===== config.mk =====
export PLATFORM = sky130hd
export DESIGN_NAME = lsu_top
export DESIGN_NICKNAME = d
export VERILOG_FILES = /design/src/lsu_cfg_pkg.sv /design/src/lsu_op_pkg.sv /design/src/lsu_agu.sv /design/src/lsu_bypass.sv /design/src/lsu_mem_access.sv /design/src/lsu_pipe_reg.sv /design/src/lsu_top.sv
export SDC_FILE = /design/constraint.sdc
export NUM_CORES = 1
export LEC_CHECK = 0
export ABC_AREA = 1
export BUFFER_PORTS_ARGS = -buffer_cell sky130_fd_sc_hd__buf_4
export CORE_MARGIN = 3
export CORE_UTILIZATION = 45
export CTS_CLUSTER_SIZE = 8
export DETAILED_ROUTE_END_ITERATION = 10
export PLACE_DENSITY = 0.68
export SYNTH_ARGS = -nofsm -noshare
export SYNTH_HDL_FRONTEND = slang
export SYNTH_SLANG_ARGS = --single-unit

===== constraint.sdc =====
create_clock -name clk_i -period 5.6 [get_ports clk_i]
set_input_delay 1.4 -clock clk_i [delete_from_list [all_inputs] [get_ports clk_i]]
set_output_delay 1.4 -clock clk_i [all_outputs]
set_load 0.05 [all_outputs]

===== src/lsu_cfg_pkg.sv =====
// widths and sizes of the load/store unit
// data path, virtual address, scoreboard id and Wishbone bus
`default_nettype none

package lsu_cfg_pkg;

    // data path
    localparam int unsigned Xlen         = 64;
    localparam int unsigned VAddrWidth   = 32;
    localparam int unsigned TransIdWidth = 3;

    // one 64-bit word per Wishbone beat
    localparam int unsigned BeWidth      = Xlen / 8;
    localparam int unsigned WbAdrWidth   = VAddrWidth - 3;

endpackage

`default_nettype wire


===== src/lsu_op_pkg.sv =====
// operation encoding and exception causes of the load/store unit
// request type held in the buffer, load and store result types
`default_nettype none

package lsu_op_pkg;

    typedef enum logic [3:0] {
        LB, LBU, LH, LHU,
        LW, LWU, LD,
        SB, SH, SW, SD
    } lsu_op_e;

    // subset of the RISC-V exception codes
    typedef enum logic [3:0] {
        EXC_NONE           = 4'd0,
        LD_ADDR_MISALIGNED = 4'd4,
        LD_ACCESS_FAULT    = 4'd5,
        ST_ADDR_MISALIGNED = 4'd6,
        ST_ACCESS_FAULT    = 4'd7
    } exc_cause_e;

    typedef struct packed {
        logic                                valid;
        exc_cause_e                          cause;
        logic [lsu_cfg_pkg::VAddrWidth-1:0]  tval;
    } lsu_exc_t;

    // --------------------------------------------------
    // request and results
    // --------------------------------------------------
    typedef struct packed {
        logic                                valid;
        logic [lsu_cfg_pkg::VAddrWidth-1:0]  vaddr;
        logic [lsu_cfg_pkg::Xlen-1:0]        data;
        logic [lsu_cfg_pkg::BeWidth-1:0]     be;
        lsu_op_e                             op;
        logic [lsu_cfg_pkg::TransIdWidth-1:0] trans_id;
        lsu_exc_t                            exc;
    } lsu_req_t;

    typedef struct packed {
        logic                                valid;
        logic [lsu_cfg_pkg::TransIdWidth-1:0] trans_id;
        logic [lsu_cfg_pkg::Xlen-1:0]        data;
        lsu_exc_t                            exc;
    } load_result_t;

    typedef struct packed {
        logic                                valid;
        logic [lsu_cfg_pkg::TransIdWidth-1:0] trans_id;
        lsu_exc_t                            exc;
    } store_result_t;

    function automatic logic is_store(lsu_op_e op);
        return op inside {SB, SH, SW, SD};
    endfunction

endpackage

`default_nettype wire


===== src/lsu_agu.sv =====
// address stage of the load/store unit
// address sum, byte enables and misalignment check
`default_nettype none

module lsu_agu (
    input  logic                                 lsu_valid_i,
    input  lsu_op_pkg::lsu_op_e                  lsu_op_i,
    input  logic [lsu_cfg_pkg::Xlen-1:0]         operand_a_i,
    input  logic [lsu_cfg_pkg::Xlen-1:0]         operand_b_i,
    input  logic [lsu_cfg_pkg::Xlen-1:0]         imm_i,
    input  logic [lsu_cfg_pkg::TransIdWidth-1:0] trans_id_i,
    output lsu_op_pkg::lsu_req_t                 req_o
);
    import lsu_cfg_pkg::*;
    import lsu_op_pkg::*;

    logic [Xlen-1:0]       vaddr_full;
    logic [VAddrWidth-1:0] vaddr;
    logic [1:0]            size;
    logic [BeWidth-1:0]    be;
    logic                  misaligned;

    assign vaddr_full = $unsigned($signed(operand_a_i) + $signed(imm_i));
    assign vaddr      = vaddr_full[VAddrWidth-1:0];

    // log2 of the transfer size in bytes
    always_comb begin
        case (lsu_op_i)
            LB, LBU, SB: size = 2'd0;
            LH, LHU, SH: size = 2'd1;
            LW, LWU, SW: size = 2'd2;
            default:     size = 2'd3;
        endcase
    end

    always_comb begin
        case (size)
            2'd0: begin
                be         = 8'h01 << vaddr[2:0];
                misaligned = 1'b0;
            end
            2'd1: begin
                be         = 8'h03 << vaddr[2:0];
                misaligned = vaddr[0];
            end
            2'd2: begin
                be         = 8'h0f << vaddr[2:0];
                misaligned = |vaddr[1:0];
            end
            default: begin
                be         = 8'hff;
                misaligned = |vaddr[2:0];
            end
        endcase
    end

    always_comb begin
        req_o          = '0;
        req_o.valid    = lsu_valid_i;
        req_o.vaddr    = vaddr;
        req_o.data     = operand_b_i;
        req_o.be       = be;
        req_o.op       = lsu_op_i;
        req_o.trans_id = trans_id_i;
        // the memory stage only passes this exception on
        if (lsu_valid_i && misaligned) begin
            req_o.exc.valid = 1'b1;
            req_o.exc.tval  = vaddr;
            if (is_store(lsu_op_i)) begin
                req_o.exc.cause = ST_ADDR_MISALIGNED;
            end else begin
                req_o.exc.cause = LD_ADDR_MISALIGNED;
            end
        end
    end

endmodule

`default_nettype wire


===== src/lsu_bypass.sv =====
// two-entry request buffer in front of the memory stage
// the incoming request bypasses it while it is empty
`default_nettype none

module lsu_bypass (
    input  logic                 clk_i,
    input  logic                 rst_ni,
    input  lsu_op_pkg::lsu_req_t req_i,
    input  logic                 pop_i,
    output lsu_op_pkg::lsu_req_t head_o,
    output logic                 ready_o
);
    import lsu_op_pkg::*;

    lsu_req_t   mem_q [2];
    logic       rd_ptr_q;
    logic       wr_ptr_q;
    logic [1:0] cnt_q;
    logic       empty;
    logic       push;
    logic       pop_head;

    assign empty   = (cnt_q == 2'd0);
    assign ready_o = empty;
    assign head_o  = empty ? req_i : mem_q[rd_ptr_q];

    // a request that completes in its own cycle never enters the buffer
    assign push     = req_i.valid && !(empty && pop_i);
    assign pop_head = pop_i && !empty;

    always_ff @(posedge clk_i or negedge rst_ni) begin
        if (!rst_ni) begin
            rd_ptr_q <= 1'b0;
            wr_ptr_q <= 1'b0;
            cnt_q    <= 2'd0;
        end else begin
            if (push) begin
                wr_ptr_q <= !wr_ptr_q;
            end
            if (pop_head) begin
                rd_ptr_q <= !rd_ptr_q;
            end
            case ({push, pop_head})
                2'b10:   cnt_q <= cnt_q + 2'd1;
                2'b01:   cnt_q <= cnt_q - 2'd1;
                default: cnt_q <= cnt_q;
            endcase
        end
    end

    // --------------------------------------------------
    // storage
    // --------------------------------------------------
    always_ff @(posedge clk_i) begin
        if (push) begin
            mem_q[wr_ptr_q] <= req_i;
        end
        // invalidate the popped head
        if (pop_head) begin
            mem_q[rd_ptr_q].valid <= 1'b0;
        end
    end

endmodule

`default_nettype wire


===== src/lsu_mem_access.sv =====
// memory-access stage of the load/store unit
// Wishbone classic master, one bus cycle per aligned request
// store lane alignment, load shift and sign/zero extension
`default_nettype none

module lsu_mem_access (
    input  logic                               clk_i,
    input  logic                               rst_ni,
    input  lsu_op_pkg::lsu_req_t               head_i,
    output logic                               pop_o,
    // Wishbone master
    output logic                               wb_cyc_o,
    output logic                               wb_stb_o,
    output logic                               wb_we_o,
    output logic [lsu_cfg_pkg::WbAdrWidth-1:0] wb_adr_o,
    output logic [lsu_cfg_pkg::BeWidth-1:0]    wb_sel_o,
    output logic [lsu_cfg_pkg::Xlen-1:0]       wb_dat_o,
    input  logic [lsu_cfg_pkg::Xlen-1:0]       wb_dat_i,
    input  logic                               wb_ack_i,
    input  logic                               wb_err_i,
    // results
    output lsu_op_pkg::load_result_t           load_res_o,
    output lsu_op_pkg::store_result_t          store_res_o
);
    import lsu_cfg_pkg::*;
    import lsu_op_pkg::*;

    // gap holds cyc low for one cycle after ack or err
    typedef enum logic [1:0] {Idle, Bus, Gap} state_e;

    state_e          state_q;
    state_e          state_d;
    logic            is_st;
    logic            bus_done;
    logic [5:0]      shamt;
    logic [Xlen-1:0] rdata;
    logic [Xlen-1:0] ld_data;
    lsu_exc_t        exc;

    assign is_st = is_store(head_i.op);
    assign shamt = {head_i.vaddr[2:0], 3'b000};

    // bus outputs follow the head, which stays stable during wait states
    assign wb_stb_o = wb_cyc_o;
    assign wb_we_o  = is_st;
    assign wb_adr_o = head_i.vaddr[VAddrWidth-1:3];
    assign wb_sel_o = head_i.be;
    assign wb_dat_o = head_i.data << shamt;

    // --------------------------------------------------
    // bus FSM
    // --------------------------------------------------
    always_comb begin
        state_d  = state_q;
        wb_cyc_o = 1'b0;
        pop_o    = 1'b0;
        case (state_q)
            Bus: begin
                wb_cyc_o = 1'b1;
            end
            default: begin
                state_d = Idle;
                if (head_i.valid) begin
                    if (head_i.exc.valid) begin
                        // complete at once without a bus cycle
                        pop_o = 1'b1;
                    end else if (state_q == Idle) begin
                        wb_cyc_o = 1'b1;
                        state_d  = Bus;
                    end
                end
            end
        endcase
        bus_done = wb_cyc_o && (wb_ack_i || wb_err_i);
        if (bus_done) begin
            pop_o   = 1'b1;
            state_d = Gap;
        end
    end

    always_ff @(posedge clk_i or negedge rst_ni) begin
        if (!rst_ni) begin
            state_q <= Idle;
        end else begin
            state_q <= state_d;
        end
    end

    // load data down to bit 0, then extend
    assign rdata = wb_dat_i >> shamt;

    always_comb begin
        case (head_i.op)
            LB:      ld_data = {{(Xlen-8){rdata[7]}}, rdata[7:0]};
            LBU:     ld_data = {{(Xlen-8){1'b0}}, rdata[7:0]};
            LH:      ld_data = {{(Xlen-16){rdata[15]}}, rdata[15:0]};
            LHU:     ld_data = {{(Xlen-16){1'b0}}, rdata[15:0]};
            LW:      ld_data = {{(Xlen-32){rdata[31]}}, rdata[31:0]};
            LWU:     ld_data = {{(Xlen-32){1'b0}}, rdata[31:0]};
            default: ld_data = rdata;
        endcase
    end

    // bus error turns into an access fault
    always_comb begin
        exc = head_i.exc;
        if (bus_done && wb_err_i) begin
            exc.valid = 1'b1;
            exc.tval  = head_i.vaddr;
            if (is_st) begin
                exc.cause = ST_ACCESS_FAULT;
            end else begin
                exc.cause = LD_ACCESS_FAULT;
            end
        end
    end

    always_comb begin
        load_res_o           = '0;
        load_res_o.valid     = pop_o && !is_st;
        load_res_o.trans_id  = head_i.trans_id;
        load_res_o.exc       = exc;
        if (!exc.valid) begin
            load_res_o.data = ld_data;
        end
        store_res_o          = '0;
        store_res_o.valid    = pop_o && is_st;
        store_res_o.trans_id = head_i.trans_id;
        store_res_o.exc      = exc;
    end

endmodule

`default_nettype wire


===== src/lsu_pipe_reg.sv =====
// result pipe register of Depth stages for any payload type
`default_nettype none

module lsu_pipe_reg #(
    parameter type         payload_t = logic,
    parameter int unsigned Depth     = 1
) (
    input  logic     clk_i,
    input  logic     rst_ni,
    input  payload_t d_i,
    output payload_t d_o
);

    payload_t stage_q [Depth];

    always_ff @(posedge clk_i or negedge rst_ni) begin
        if (!rst_ni) begin
            for (int unsigned i = 0; i < Depth; i++) begin
                stage_q[i] <= '0;
            end
        end else begin
            stage_q[0] <= d_i;
            // shift towards the output
            for (int unsigned i = 1; i < Depth; i++) begin
                stage_q[i] <= stage_q[i-1];
            end
        end
    end

    assign d_o = stage_q[Depth-1];

endmodule

`default_nettype wire


===== src/lsu_top.sv =====
// load/store unit top level
// address stage, request buffer, Wishbone memory stage, result pipes
`default_nettype none

module lsu_top #(
    parameter int unsigned NrLoadPipeRegs  = 1,
    parameter int unsigned NrStorePipeRegs = 1
) (
    input  logic                                 clk_i,
    input  logic                                 rst_ni,
    // request
    input  logic                                 lsu_valid_i,
    input  lsu_op_pkg::lsu_op_e                  lsu_op_i,
    input  logic [lsu_cfg_pkg::Xlen-1:0]         operand_a_i,
    input  logic [lsu_cfg_pkg::Xlen-1:0]         operand_b_i,
    input  logic [lsu_cfg_pkg::Xlen-1:0]         imm_i,
    input  logic [lsu_cfg_pkg::TransIdWidth-1:0] trans_id_i,
    output logic                                 lsu_ready_o,
    // load results
    output logic                                 load_valid_o,
    output logic [lsu_cfg_pkg::TransIdWidth-1:0] load_trans_id_o,
    output logic [lsu_cfg_pkg::Xlen-1:0]         load_result_o,
    output logic                                 load_exc_valid_o,
    output lsu_op_pkg::exc_cause_e               load_exc_cause_o,
    output logic [lsu_cfg_pkg::VAddrWidth-1:0]   load_exc_tval_o,
    // store results
    output logic                                 store_valid_o,
    output logic [lsu_cfg_pkg::TransIdWidth-1:0] store_trans_id_o,
    output logic                                 store_exc_valid_o,
    output lsu_op_pkg::exc_cause_e               store_exc_cause_o,
    output logic [lsu_cfg_pkg::VAddrWidth-1:0]   store_exc_tval_o,
    // Wishbone master
    output logic                                 wb_cyc_o,
    output logic                                 wb_stb_o,
    output logic                                 wb_we_o,
    output logic [lsu_cfg_pkg::WbAdrWidth-1:0]   wb_adr_o,
    output logic [lsu_cfg_pkg::BeWidth-1:0]      wb_sel_o,
    output logic [lsu_cfg_pkg::Xlen-1:0]         wb_dat_o,
    input  logic [lsu_cfg_pkg::Xlen-1:0]         wb_dat_i,
    input  logic                                 wb_ack_i,
    input  logic                                 wb_err_i
);
    import lsu_op_pkg::*;

    lsu_req_t      new_req;
    lsu_req_t      head;
    logic          pop;
    load_result_t  ld_res;
    load_result_t  ld_res_q;
    store_result_t st_res;
    store_result_t st_res_q;

    lsu_agu i_agu (
        .lsu_valid_i (lsu_valid_i),
        .lsu_op_i    (lsu_op_i),
        .operand_a_i (operand_a_i),
        .operand_b_i (operand_b_i),
        .imm_i       (imm_i),
        .trans_id_i  (trans_id_i),
        .req_o       (new_req)
    );

    lsu_bypass i_bypass (
        .clk_i   (clk_i),
        .rst_ni  (rst_ni),
        .req_i   (new_req),
        .pop_i   (pop),
        .head_o  (head),
        .ready_o (lsu_ready_o)
    );

    lsu_mem_access i_mem_access (
        .clk_i       (clk_i),
        .rst_ni      (rst_ni),
        .head_i      (head),
        .pop_o       (pop),
        .wb_cyc_o    (wb_cyc_o),
        .wb_stb_o    (wb_stb_o),
        .wb_we_o     (wb_we_o),
        .wb_adr_o    (wb_adr_o),
        .wb_sel_o    (wb_sel_o),
        .wb_dat_o    (wb_dat_o),
        .wb_dat_i    (wb_dat_i),
        .wb_ack_i    (wb_ack_i),
        .wb_err_i    (wb_err_i),
        .load_res_o  (ld_res),
        .store_res_o (st_res)
    );

    // --------------------------------------------------
    // output pipe registers
    // --------------------------------------------------
    lsu_pipe_reg #(
        .payload_t (load_result_t),
        .Depth     (NrLoadPipeRegs)
    ) i_load_pipe (
        .clk_i  (clk_i),
        .rst_ni (rst_ni),
        .d_i    (ld_res),
        .d_o    (ld_res_q)
    );

    lsu_pipe_reg #(
        .payload_t (store_result_t),
        .Depth     (NrStorePipeRegs)
    ) i_store_pipe (
        .clk_i  (clk_i),
        .rst_ni (rst_ni),
        .d_i    (st_res),
        .d_o    (st_res_q)
    );

    assign load_valid_o      = ld_res_q.valid;
    assign load_trans_id_o   = ld_res_q.trans_id;
    assign load_result_o     = ld_res_q.data;
    assign load_exc_valid_o  = ld_res_q.exc.valid;
    assign load_exc_cause_o  = ld_res_q.exc.cause;
    assign load_exc_tval_o   = ld_res_q.exc.tval;

    assign store_valid_o     = st_res_q.valid;
    assign store_trans_id_o  = st_res_q.trans_id;
    assign store_exc_valid_o = st_res_q.exc.valid;
    assign store_exc_cause_o = st_res_q.exc.cause;
    assign store_exc_tval_o  = st_res_q.exc.tval;

endmodule

`default_nettype wire


**Yosys cells after proc, flatten, opt, wreduce, memory -nomap -nowiden**

Memories as Yosys holds them, arrays and structs flattened.
Cells that the tools add are included.

- Bits in registers: 112
- Bits in writable memories: 298
- Memory bits (read-only): 32
- Input port bits: 268
- Output and inout port bits: 251
- Memories: 2

- $add $sub $neg: 3
- Eq/ne operators: 19
- Shifts and indexed selects: 5
- Muxes and demuxes: 27
- Reductions and logical operators: 23

Memories:

| name | words | width | rd ports | clocked after memory_dff | wr ports | line | source |
|---|---|---|---|---|---|---|---|
| i_bypass.mem_q | 2 | 149 | 1 | 0 | 2 | lsu_bypass.sv:15 | `lsu_req_t mem_q [2];` |
| (no name shown) | 16 | 2 | 1 | 0 | 0 | lsu_agu.sv:28 | `case (lsu_op_i)` |

Operator list:

| kind | number |
|---|---|
| 64-bit case mux with 6 select lines | 1 |
| 149-bit two-way mux | 1 |
| 37-bit two-way mux | 2 |
| 64-bit two-way mux | 1 |
| 64-bit by 6-bit left shift with 64-bit output | 1 |
| 64-bit by 6-bit right shift with 64-bit output | 1 |
| 32-bit adder | 1 |
| 4-bit == test, second input constant | 6 |
| 8-bit case mux with 3 select lines | 1 |
| 4-bit by 3-bit == test with 1-bit output, second input constant | 4 |
| 1-bit two-way mux | 13 |
| 2-bit two-way mux | 6 |
| 4-bit by 2-bit == test with 1-bit output, second input constant | 2 |
| 1-bit logical AND | 8 |
| 4-bit nonzero test | 2 |
| 1-bit by 3-bit left shift with 8-bit output, first input constant | 1 |
| 2-bit by 3-bit left shift with 8-bit output, first input constant | 1 |
| 4-bit by 3-bit left shift with 8-bit output, first input constant | 1 |
| 2-bit by 1-bit == test with 1-bit output, second input constant | 3 |
| 2-bit zero test | 3 |
| 1-bit zero test | 5 |
| 2-bit == test, second input constant | 2 |
| 4-bit by 1-bit == test with 1-bit output, second input constant | 1 |
| 4-bit zero test | 1 |
| 9 further kinds | 9 |

**Depth between registers and ports, before layout**

Gate-level depths: netlist of run 1.

- Depth after elaboration: 16
- Gate-level depth with buffers: 19
- Depth with buffers taken out: 19

**Cells and area by module**

A second synthesis of run 1 with hierarchy kept.

- Cells, all modules: 2920
- Area, all modules: 24547.3 um2

By module, submodules not included:

| module | times used | cells an instance | area each (um2) | seq. area each (um2) |
|---|---|---|---|---|
| lsu_bypass | 1 | 994 | 12092.8 | 9028.7 |
| lsu_mem_access | 1 | 1099 | 5392.7 | 50.0 |
| lsu_agu | 1 | 681 | 3408.3 | 0.0 |
| lsu_pipe_reg (i_load_pipe) | 1 | 105 | 2627.5 | 2627.5 |
| lsu_pipe_reg (i_store_pipe) | 1 | 41 | 1026.0 | 1026.0 |

**Worst setup path after synthesis of run 1**

Ideal clock, no wire load.

- Path kind: input -> register
- Start point: in operand_a_i[0] in the netlist's numbering
- End point: mem i_bypass.mem_q[0][0] in the netlist's numbering (enable)
- Library setup time: 0.498 ns
- Data arrival time: 6.190 ns
- Data required time: 5.102 ns
- Slack: -1.087 ns
- Cell stages on the path: 14
- Path buffers: 0
- Path through: ha_1 -> inv_1 -> fa_1 -> inv_2 -> nor2_1 -> nand3_1 -> nand4_4 -> nand3_1 -> nand2_2 -> nand2_1 -> nand2_1 -> nand2_1 -> nand3_1 -> inv_1

RTL lines:

| item | line | source |
|---|---|---|
| start: declaration | lsu_top.sv:14 | `input logic [lsu_cfg_pkg::Xlen-1:0] operand_a_i,` |
| end: declaration | lsu_bypass.sv:15 |  |

==> results by group, run 1 <==
Clocking
  • CTS Hold Bufs: 0
  • Num CTS Buffers: 56
  • Reg clk slew, reported paths: roughly 0.050 ns
  • Root Buffer: clkbuf_16
  • Post-CTS setup repair buffer count: 0
  • CTS tree: built
  • Htree depth: 2
  • Later-pin clock latency in the skew report: roughly 0.62 ns
  • Post_cts resized: 0
  • Clk buf depth: 3
  • Clk sink count: about 400

GRT
  • Grt total ovfl: 0
  • M3 GR Usage: around 5.4%
  • Met2 Use GR: approximately half
  • Initial antenna violation count: 7
  • Met1 Use GR: approximately two fifths
  • Gr busiest metal: met2
  • Number of global-route vias before repair: about 20000
  • Wire length of the first global-routing pass: approximately 120000 um
  • Gr usage total: between 20% and 30%
  • Pin count of the biggest net entering global routing: 148

Cells and area
  • Area Overhead vs Synth: 22.3%
  • Nets: roughly 3400
  • Share of cells above drive strength 1: between 10% and 20%
  • Fillers: 4611

Yosys
  • Compound-Gate Fraction of Synth Area: 12.2%
  • Cell area after synthesis: about 0.023 mm2
  • Synth top area cells: edfxtp_1, nand2_1, dfrtp_1
  • Async set or reset register ratio after synthesis: 27.4%
  • Netlist cell types: 48
  • Ys flop type: edfxtp_1
  • Post-Syn Area per Cell: ~8.1 um2
  • YS warnings: 0
  • Commonest cells post-synth: nand2_1, edfxtp_1, nor2_1, o21ai_0, inv_1
  • Synth Area in Simple Gates: 24.6%
  • Register area share after synthesis: ~50%
  • Post-Synth Adder-Cell Area: between 2 and 2.5%
  • Dominant cell by count in the synthesized netlist: nand2_1
  • Yosys top cell area share: between 30% and 40%
  • Post-Synth XOR/XNOR Area: less than 1%
  • Main combinational cell family by area after synthesis: simple AND/OR/NAND/NOR gates
  • Flops & latches, synth: between 400 and 500
  • Yosys top cell by area: edfxtp_1
  • Post-synth EDFFs: slightly below 300
  • Post-Synthesis Cells: between 2000 and 3000
  • Mux contribution to synthesized area: less than 1%

Route
  • Via count: between 20000 and 25000
  • Post-route ant nets: 0
  • Drt wl/cell: 20.7 um
  • Router iterations before antenna repair: 5
  • Starting DRT DRC Count: 1984
  • Detailed Route WL: 80200 um
  • DR DRC count: 0
  • Ratio of routed vias to standard cells: approximately 5.4

Die
  • Io pins: about 520
  • Die height: between 200 and 250 um
  • Initial Utilization: 45.6%
  • Die Area: 0.0536 mm2
  • Site Rows: around 80
  • Core area: 0.0502 mm2
  • Chip width: about 230 um

Setup path
  • Delay-heaviest family, CP: buffers and inverters
  • Arr. time, crit path: a little over 4 ns
  • Worst path max stage delay: 0.55 ns
  • FF-to-FF End: i_load_pipe.d_o[82]$_DFF_PN0_
  • Critical Path Source: operand_a_i[0]
  • CP Max Fanout: 36
  • Slowest-stage cell, CP: fa_1
  • Reg-to-reg slack, setup: ~1.3 ns
  • CP Class: in -> out
  • Crit path cell chain: buf_4 -> ha_4 -> inv_2 -> fa_1 -> inv_2 -> nand2_1 -> nand2_4 -> clkinv_2 -> buf_12 -> o21ai_1 -> a21oi_1 -> o21ai_0 -> o21ai_1 -> buf_4
  • Critical path capture point: wb_dat_o[52]
  • Worst R2R Path Depth: 11
  • RR Startpoint: i_bypass.cnt_q[0]$_DFFE_PN0P_
  • Req. time, crit path: 4.20 ns
  • Startpoint Class: primary input
  • Crit end category: output port
  • Worst Path Buf+Inv: 6
  • Worst path depth: 14

Timing
  • Period Utilization, post-route: between 90% and 100%
  • Final min period: roughly 5.5 ns
  • RSZ-0062 raised after global routing: false
  • Least-Margin Pin Slew: between 1 and 1.5 ns
  • Setup violators final: 0
  • Max Clk Rate: about 180 MHz
  • WHS: 0.465 ns
  • Clock Skews: 0.0307 ns
  • Max_slew headroom: about a third
  • Slew Viols, Final: 0
  • Final Hold Fails: 0

Flow run
  • Max Cap Violations: 0

Placement
  • Post-DP HPWL: between 50000 and 60000 um
  • RD Place Congestion: between 0.9 and 1
  • IO Port Bufs: 452

Run status
  • Status: finished, final reports clean

Worst hold path
  • Hold WC Path Type: reg -> reg
  • Hold wc startpoint: i_bypass.mem_q[1][148]$_SDFFE_PP0P_
[cell families (layout without fill, tap and decap cells)]
logic type,after synthesis,after routing
and+or+nand+nor,1372,1372
AOI/OAI and AO/OA,511,511
buffers and inverters,480,838
DFF,402,402
adders and majority gates,37,37
xor gates and xnor gates,12,12
muxes,12,12
other,1,10
[per-layer routing]
layer,vias to the layer above,wire length (um)
met2,821,38800
li1,9922,-
met4,2,1620
met3,95,5940
met5,-,13
met1,9973,33800
[how the worst min path moves through the flow]
| stage | end | slack [ns] | depth (start not counted) |
|---|---|---|---|
| 2_1_floorplan | i_bypass.mem_q[0][148]$_SDFFE_PP0P_ | 0.43 | 2 |
| 3_3_place_gp | i_bypass.mem_q[0][148]$_SDFFE_PP0P_ | 0.44 | 2 |
| 3_5_place_dp | i_bypass.mem_q[1][148]$_SDFFE_PP0P_ | 0.46 | 2 |
| 4_1_cts | i_bypass.mem_q[1][148]$_SDFFE_PP0P_ | 0.46 | 2 |
| 5_1_grt | i_bypass.mem_q[1][148]$_SDFFE_PP0P_ | 0.50 | 2 |
| 6_report | i_bypass.mem_q[1][148]$_SDFFE_PP0P_ | 0.46 | 2 |
[placed cells by master (no fill, tap or decap), types with 4 or more instances in the layout]
cell,synthesis,layout
or2_0,7,7
o22ai_1,8,8
nand3_2,2,4
o31ai_1,20,20
mux2i_1,12,12
nand2_4,3,9
nand4_1,12,12
clkbuf_1,63,40
a21boi_0,12,12
o21ai_1,26,41
nor3_1,27,27
xor2_1,9,9
nand2_1,824,821
inv_2,11,9
o21bai_1,5,5
edfxtp_1,290,290
buf_4,90,481
nand3b_1,5,5
or2_2,16,16
nand3_4,3,5
nor2_1,278,277
clkbuf_16,0,56
a31oi_1,21,21
ha_1,36,35
o21a_1,6,6
inv_1,235,232
o21ai_0,243,228
buf_12,0,9
nand3_1,183,179
dfrtp_1,110,109
a21oi_1,139,139
o211ai_1,20,20
diode_2,0,8
a211oi_1,6,6
[registers in the layout, indices dropped and copies added (netlist names)]
register              flops
i_bypass.mem_q          292
i_load_pipe.d_o          65
i_store_pipe.d_o         39
i_bypass.cnt_q            2
i_mem_access.state_q      2
i_bypass.rd_ptr_q         1
i_bypass.wr_ptr_q         1
[worst register-to-register path, delay by kind of cell (launching register included)]
family	cells	cell delay [ns]
compound gates	3	1.29
simple gates	4	1.01
flops	1	0.41
buf+inv	4	1.50
[through the flow]
stage,util (%),area (um2),setup slack [ns],std cells,TNS (ns)
final,55.8,28000,0.125,3866,0
after global routing,55.8,28000,0.0449,3864,0
after CTS,55.8,28000,0.150,3858,0
after detailed placement,52.5,26300,0.159,3758,0
after global placement,52.5,26300,0.189,3758,0
after floorplan,-,23000,-0.102,2828,-29.19
[layout make-up]
type / count / area (um2) / area share (%)
Tap cell: 672 / 841 / 3.00
Antenna cell: 8 / 20.0 / 0.0715
Timing Repair Buffer: 490 / 3790 / 13.5
Sequential cell: 402 / 11500 / 41.1
Clock buffer: 97 / 1570 / 5.59
Multi-Input combinational cell: 1946 / 9240 / 33.0
Clock inverter: 3 / 90.1 / 0.322
Inverter: 248 / 948 / 3.39
Power of run 1 is left out: the tool's default activity adds up to more than one toggle a clock period on the data nets, which glitch-free logic cannot reach.
==> run 2, diff against run 1 <==
--- a/config.mk
+++ b/config.mk
@@ -5,13 +5,12 @@
 export SDC_FILE = /design/constraint.sdc
 export NUM_CORES = 1
 export LEC_CHECK = 0
-export ABC_AREA = 1
 export BUFFER_PORTS_ARGS = -buffer_cell sky130_fd_sc_hd__buf_4
 export CORE_MARGIN = 3
 export CORE_UTILIZATION = 45
 export CTS_CLUSTER_SIZE = 8
 export DETAILED_ROUTE_END_ITERATION = 10
-export PLACE_DENSITY = 0.68
+export PLACE_DENSITY = 0.69
 export SYNTH_ARGS = -nofsm -noshare
 export SYNTH_HDL_FRONTEND = slang
 export SYNTH_SLANG_ARGS = --single-unit
==> results by group, run 2 <==
Setup path
  • Arr. time, crit path: 4.08 ns (was 4.07 ns)
  • Startpoint Class: primary input (unchanged)
  • Req. time, crit path: 4.20 ns (about the same)
  • FF-to-FF End: i_load_pipe.d_o[73]$_DFF_PN0_ (was i_load_pipe.d_o[82]$_DFF_PN0_)
  • Crit end category: output port (unchanged)
  • CP Max Fanout: 3 (was 36)
  • Worst R2R Path Depth: 12 (was 11)
  • RR Startpoint: i_bypass.cnt_q[0]$_DFFE_PN0P_ (unchanged)
  • Reg-to-reg slack, setup: 1.30 ns (about the same)
  • CP Class: in -> out (unchanged)

Timing
  • Final min period: 5.48 ns (was 5.47 ns)
  • Max Clk Rate: 182 MHz (was 183 MHz)
  • Worst setup slack after layout: 0.116 ns (was 0.125 ns)
  • Clock Skews: 0.0111 ns (was 0.0307 ns)
  • Max_slew headroom: 44.3% (was 31.5%)
  • Period Utilization, post-route: 97.9% (was 97.8%)
  • Final Hold Fails: 0 (unchanged)
  • Setup TNS: 0 ns (unchanged)
  • Least-Margin Pin Slew: 0.833 ns (was 1.02 ns)
  • Slew Viols, Final: 0 (unchanged)
  • Setup violators final: 0 (unchanged)

Worst hold path
  • Hold wc startpoint: i_bypass.mem_q[1][148]$_SDFFE_PP0P_ (unchanged)
  • Hold WC Path Type: reg -> reg (unchanged)
  • Hold Path End: i_bypass.mem_q[1][148]$_SDFFE_PP0P_ (unchanged)
  • Cells on Worst Hold Path: 1 (was 2)

Die
  • Site Rows: 80 (was 82)
  • Die height: 226 um (was 232 um)
  • Core area: 0.0478 mm2 (was 0.0502 mm2)
  • Chip width: 226 um (was 232 um)
  • Initial Utilization: 45.6% (about the same)
  • Io pins: 519 (unchanged)
  • Die Area: 0.0511 mm2 (was 0.0536 mm2)

Cells and area
  • Fin cells: 3072 (was 3866)
  • Final core utilization: 57.2% (was 55.8%)
  • Largest register FFs: 292 (unchanged)
  • Reg with most FFs: i_bypass.mem_q (unchanged)
  • Multi-input gate area: 0.00913 mm2 (was 0.00924 mm2)
  • Register area: 0.0115 mm2 (unchanged)
  • Nets: 2716 (was 3449)
  • Most common cell after layout, fill and taps aside: buf_4 (was nand2_1)
  • Fillers: 4062 (was 4611)
  • Most frequent cells in the layout: buf_4, edfxtp_1, nand2_1 (was nand2_1, buf_4, edfxtp_1)
  • Area Overhead vs Synth: 25.4% (was 22.3%)
  • Share of cells above drive strength 1: 29.4% (was 19.2%)

Yosys
  • Synth top area cells: edfxtp_1, dfrtp_1, mux2i_1 (was edfxtp_1, nand2_1, dfrtp_1)
  • Dominant cell by count in the synthesized netlist: edfxtp_1 (was nand2_1)
  • Commonest cells post-synth: edfxtp_1, nand2_1, nor2_1, o21ai_0, a21oi_1 (was nand2_1, edfxtp_1, nor2_1, o21ai_0, inv_1)
  • Post-Syn Area per Cell: 10.8 um2 (was 8.10 um2)
  • Post-synth EDFFs: 290 (unchanged)
  • Post-Synthesis Cells: 2026 (was 2827)
  • YS warnings: 0 (unchanged)
  • Netlist cell types: 75 (was 48)
  • Register area share after synthesis: 52.7% (was 50.2%)
  • Async set or reset register ratio after synthesis: 27.4% (unchanged)
  • Yosys top cell area share: 39.9% (was 38.0%)
  • Ys flop type: edfxtp_1 (unchanged)
  • Flops & latches, synth: 402 (unchanged)
  • Yosys top cell by area: edfxtp_1 (unchanged)
  • Cell area after synthesis: 0.0218 mm2 (was 0.0229 mm2)

Placement
  • Post-DP HPWL: 49500 um (was 58000 um)
  • RD Place Congestion: 0.919 (was 0.929)
  • Placed Cells: 2968 (was 3758)
  • IO Port Bufs: 452 (unchanged)
  • Dpl ws: -0.0690 ns (was 0.159 ns)

Route
  • Detailed Route WL: 68800 um (was 80200 um)
  • Via count: 17600 (was 20800)
  • Post-route ant nets: 0 (unchanged)
  • Drt wl/cell: 22.4 um (was 20.7 um)
  • Starting DRT DRC Count: 1633 (was 1984)
  • Ratio of routed vias to standard cells: 5.71 (was 5.38)
  • DR DRC count: 0 (unchanged)
  • Router iterations before antenna repair: 6 (was 5)

GRT
  • Gr usage total: 26.3% (was 29.0%)
  • Pin count of the biggest net entering global routing: 130 (was 148)
  • Grt total ovfl: 0 (unchanged)
  • Initial antenna violation count: 3 (was 7)
  • Number of global-route vias before repair: 17100 (was 19900)
  • Wire length of the first global-routing pass: 103000 um (was 120000 um)

Clocking
  • Later-pin clock latency in the skew report: 0.59 ns (was 0.62 ns)
  • Post-CTS setup repair buffer count: 0 (unchanged)
  • Htree depth: 2 (unchanged)
  • CTS tree: built (unchanged)
  • Reg clk slew, reported paths: 0.05 ns (about the same)
  • CTS Hold Bufs: 0 (unchanged)
  • Num CTS Buffers: 56 (unchanged)
  • Root Buffer: clkbuf_16 (unchanged)
  • Clk sink count: 402 (unchanged)
  • Clk buf depth: 3 (unchanged)

Run status
  • Status: finished, final reports clean (unchanged)

Flow run
  • Max Cap Violations: 0 (unchanged)
run 2: kinds of logic after synthesis:
| logic type | Yosys count | share of synthesized area [%] |
|---|---|---|
| xor gates and xnor gates | 32 | 1.32 |
| muxes | 194 | 11.8 |
| buffers and inverters | 248 | 6.10 |
| and+or+nand+nor | 600 | 11.4 |
| DFF | 402 | 52.7 |
| other | 1 | 0.0172 |
| AOI/OAI and AO/OA | 512 | 14.5 |
| adders and majority gates | 37 | 2.16 |
run 2: per-layer routing:
| metal | GRT usage (%) | up-vias | wire [um] |
|---|---|---|---|
| met1 | 35.1 | 8535 | 28100 |
| met4 | 6.66 | 4 | 1730 |
| met2 | 43.7 | 846 | 33000 |
| met3 | 5.89 | 117 | 5880 |
| li1 | - | 8053 | - |
| met5 | 0 | - | 23 |
run 2: worst max path at each step:
stage	start	endpoint	slack (ns)	cells after the start
finish	imm_i[0]	wb_adr_o[23]	0.12	14
global route	imm_i[0]	wb_adr_o[23]	-0.04	14
CTS	operand_a_i[15]	wb_adr_o[27]	0.01	11
detailed placement	operand_a_i[3]	wb_adr_o[21]	-0.07	13
global placement	operand_a_i[3]	wb_adr_o[21]	-0.06	13
floorplan	operand_a_i[0]	i_bypass.mem_q[0][0]$_DFFE_PP_	-0.11	10
run 2: area by class of cell:
cell class              instances  share of cell area (%)
multi-input cells            1377                    33.4
diodes                          2                  0.0183
inverters                      41                   0.581
well taps                     615                    2.81
clock buffers                 100                    5.88
flip-flops and latches        402                    42.1
clock inverters                 2                  0.0778
repair buffers                533                    15.2
run 2: worst max-delay path, stage by stage:
cell and delay (ns):
buf_4 0.11, ha_4 0.15, inv_2 0.04, fa_2 0.35, nand2b_1 0.19, a211oi_1 0.22
buf_4 0.15, o21ai_1 0.12, a21oi_1 0.34, o21ai_4 0.13, xnor2_1 0.36, nand2_1 0.09
o21ai_0 0.16, buf_4 0.27
run 2: what timing repair did:
item                       in CTS  in global routing
pin swaps                       0                  1
resized for setup               1                  4
setup endpoints to repair       1                  3
run 2: per-stage QoR:
stage | cell area [um2] | hold WS, ns
after floorplan | 21900 | 0.464
after global placement | 25700 | 0.477
after detailed placement | 25700 | 0.481
after CTS | 27300 | 0.491
after global routing | 27300 | 0.495
final | 27400 | 0.493
Power of run 2 is left out for the same reason.
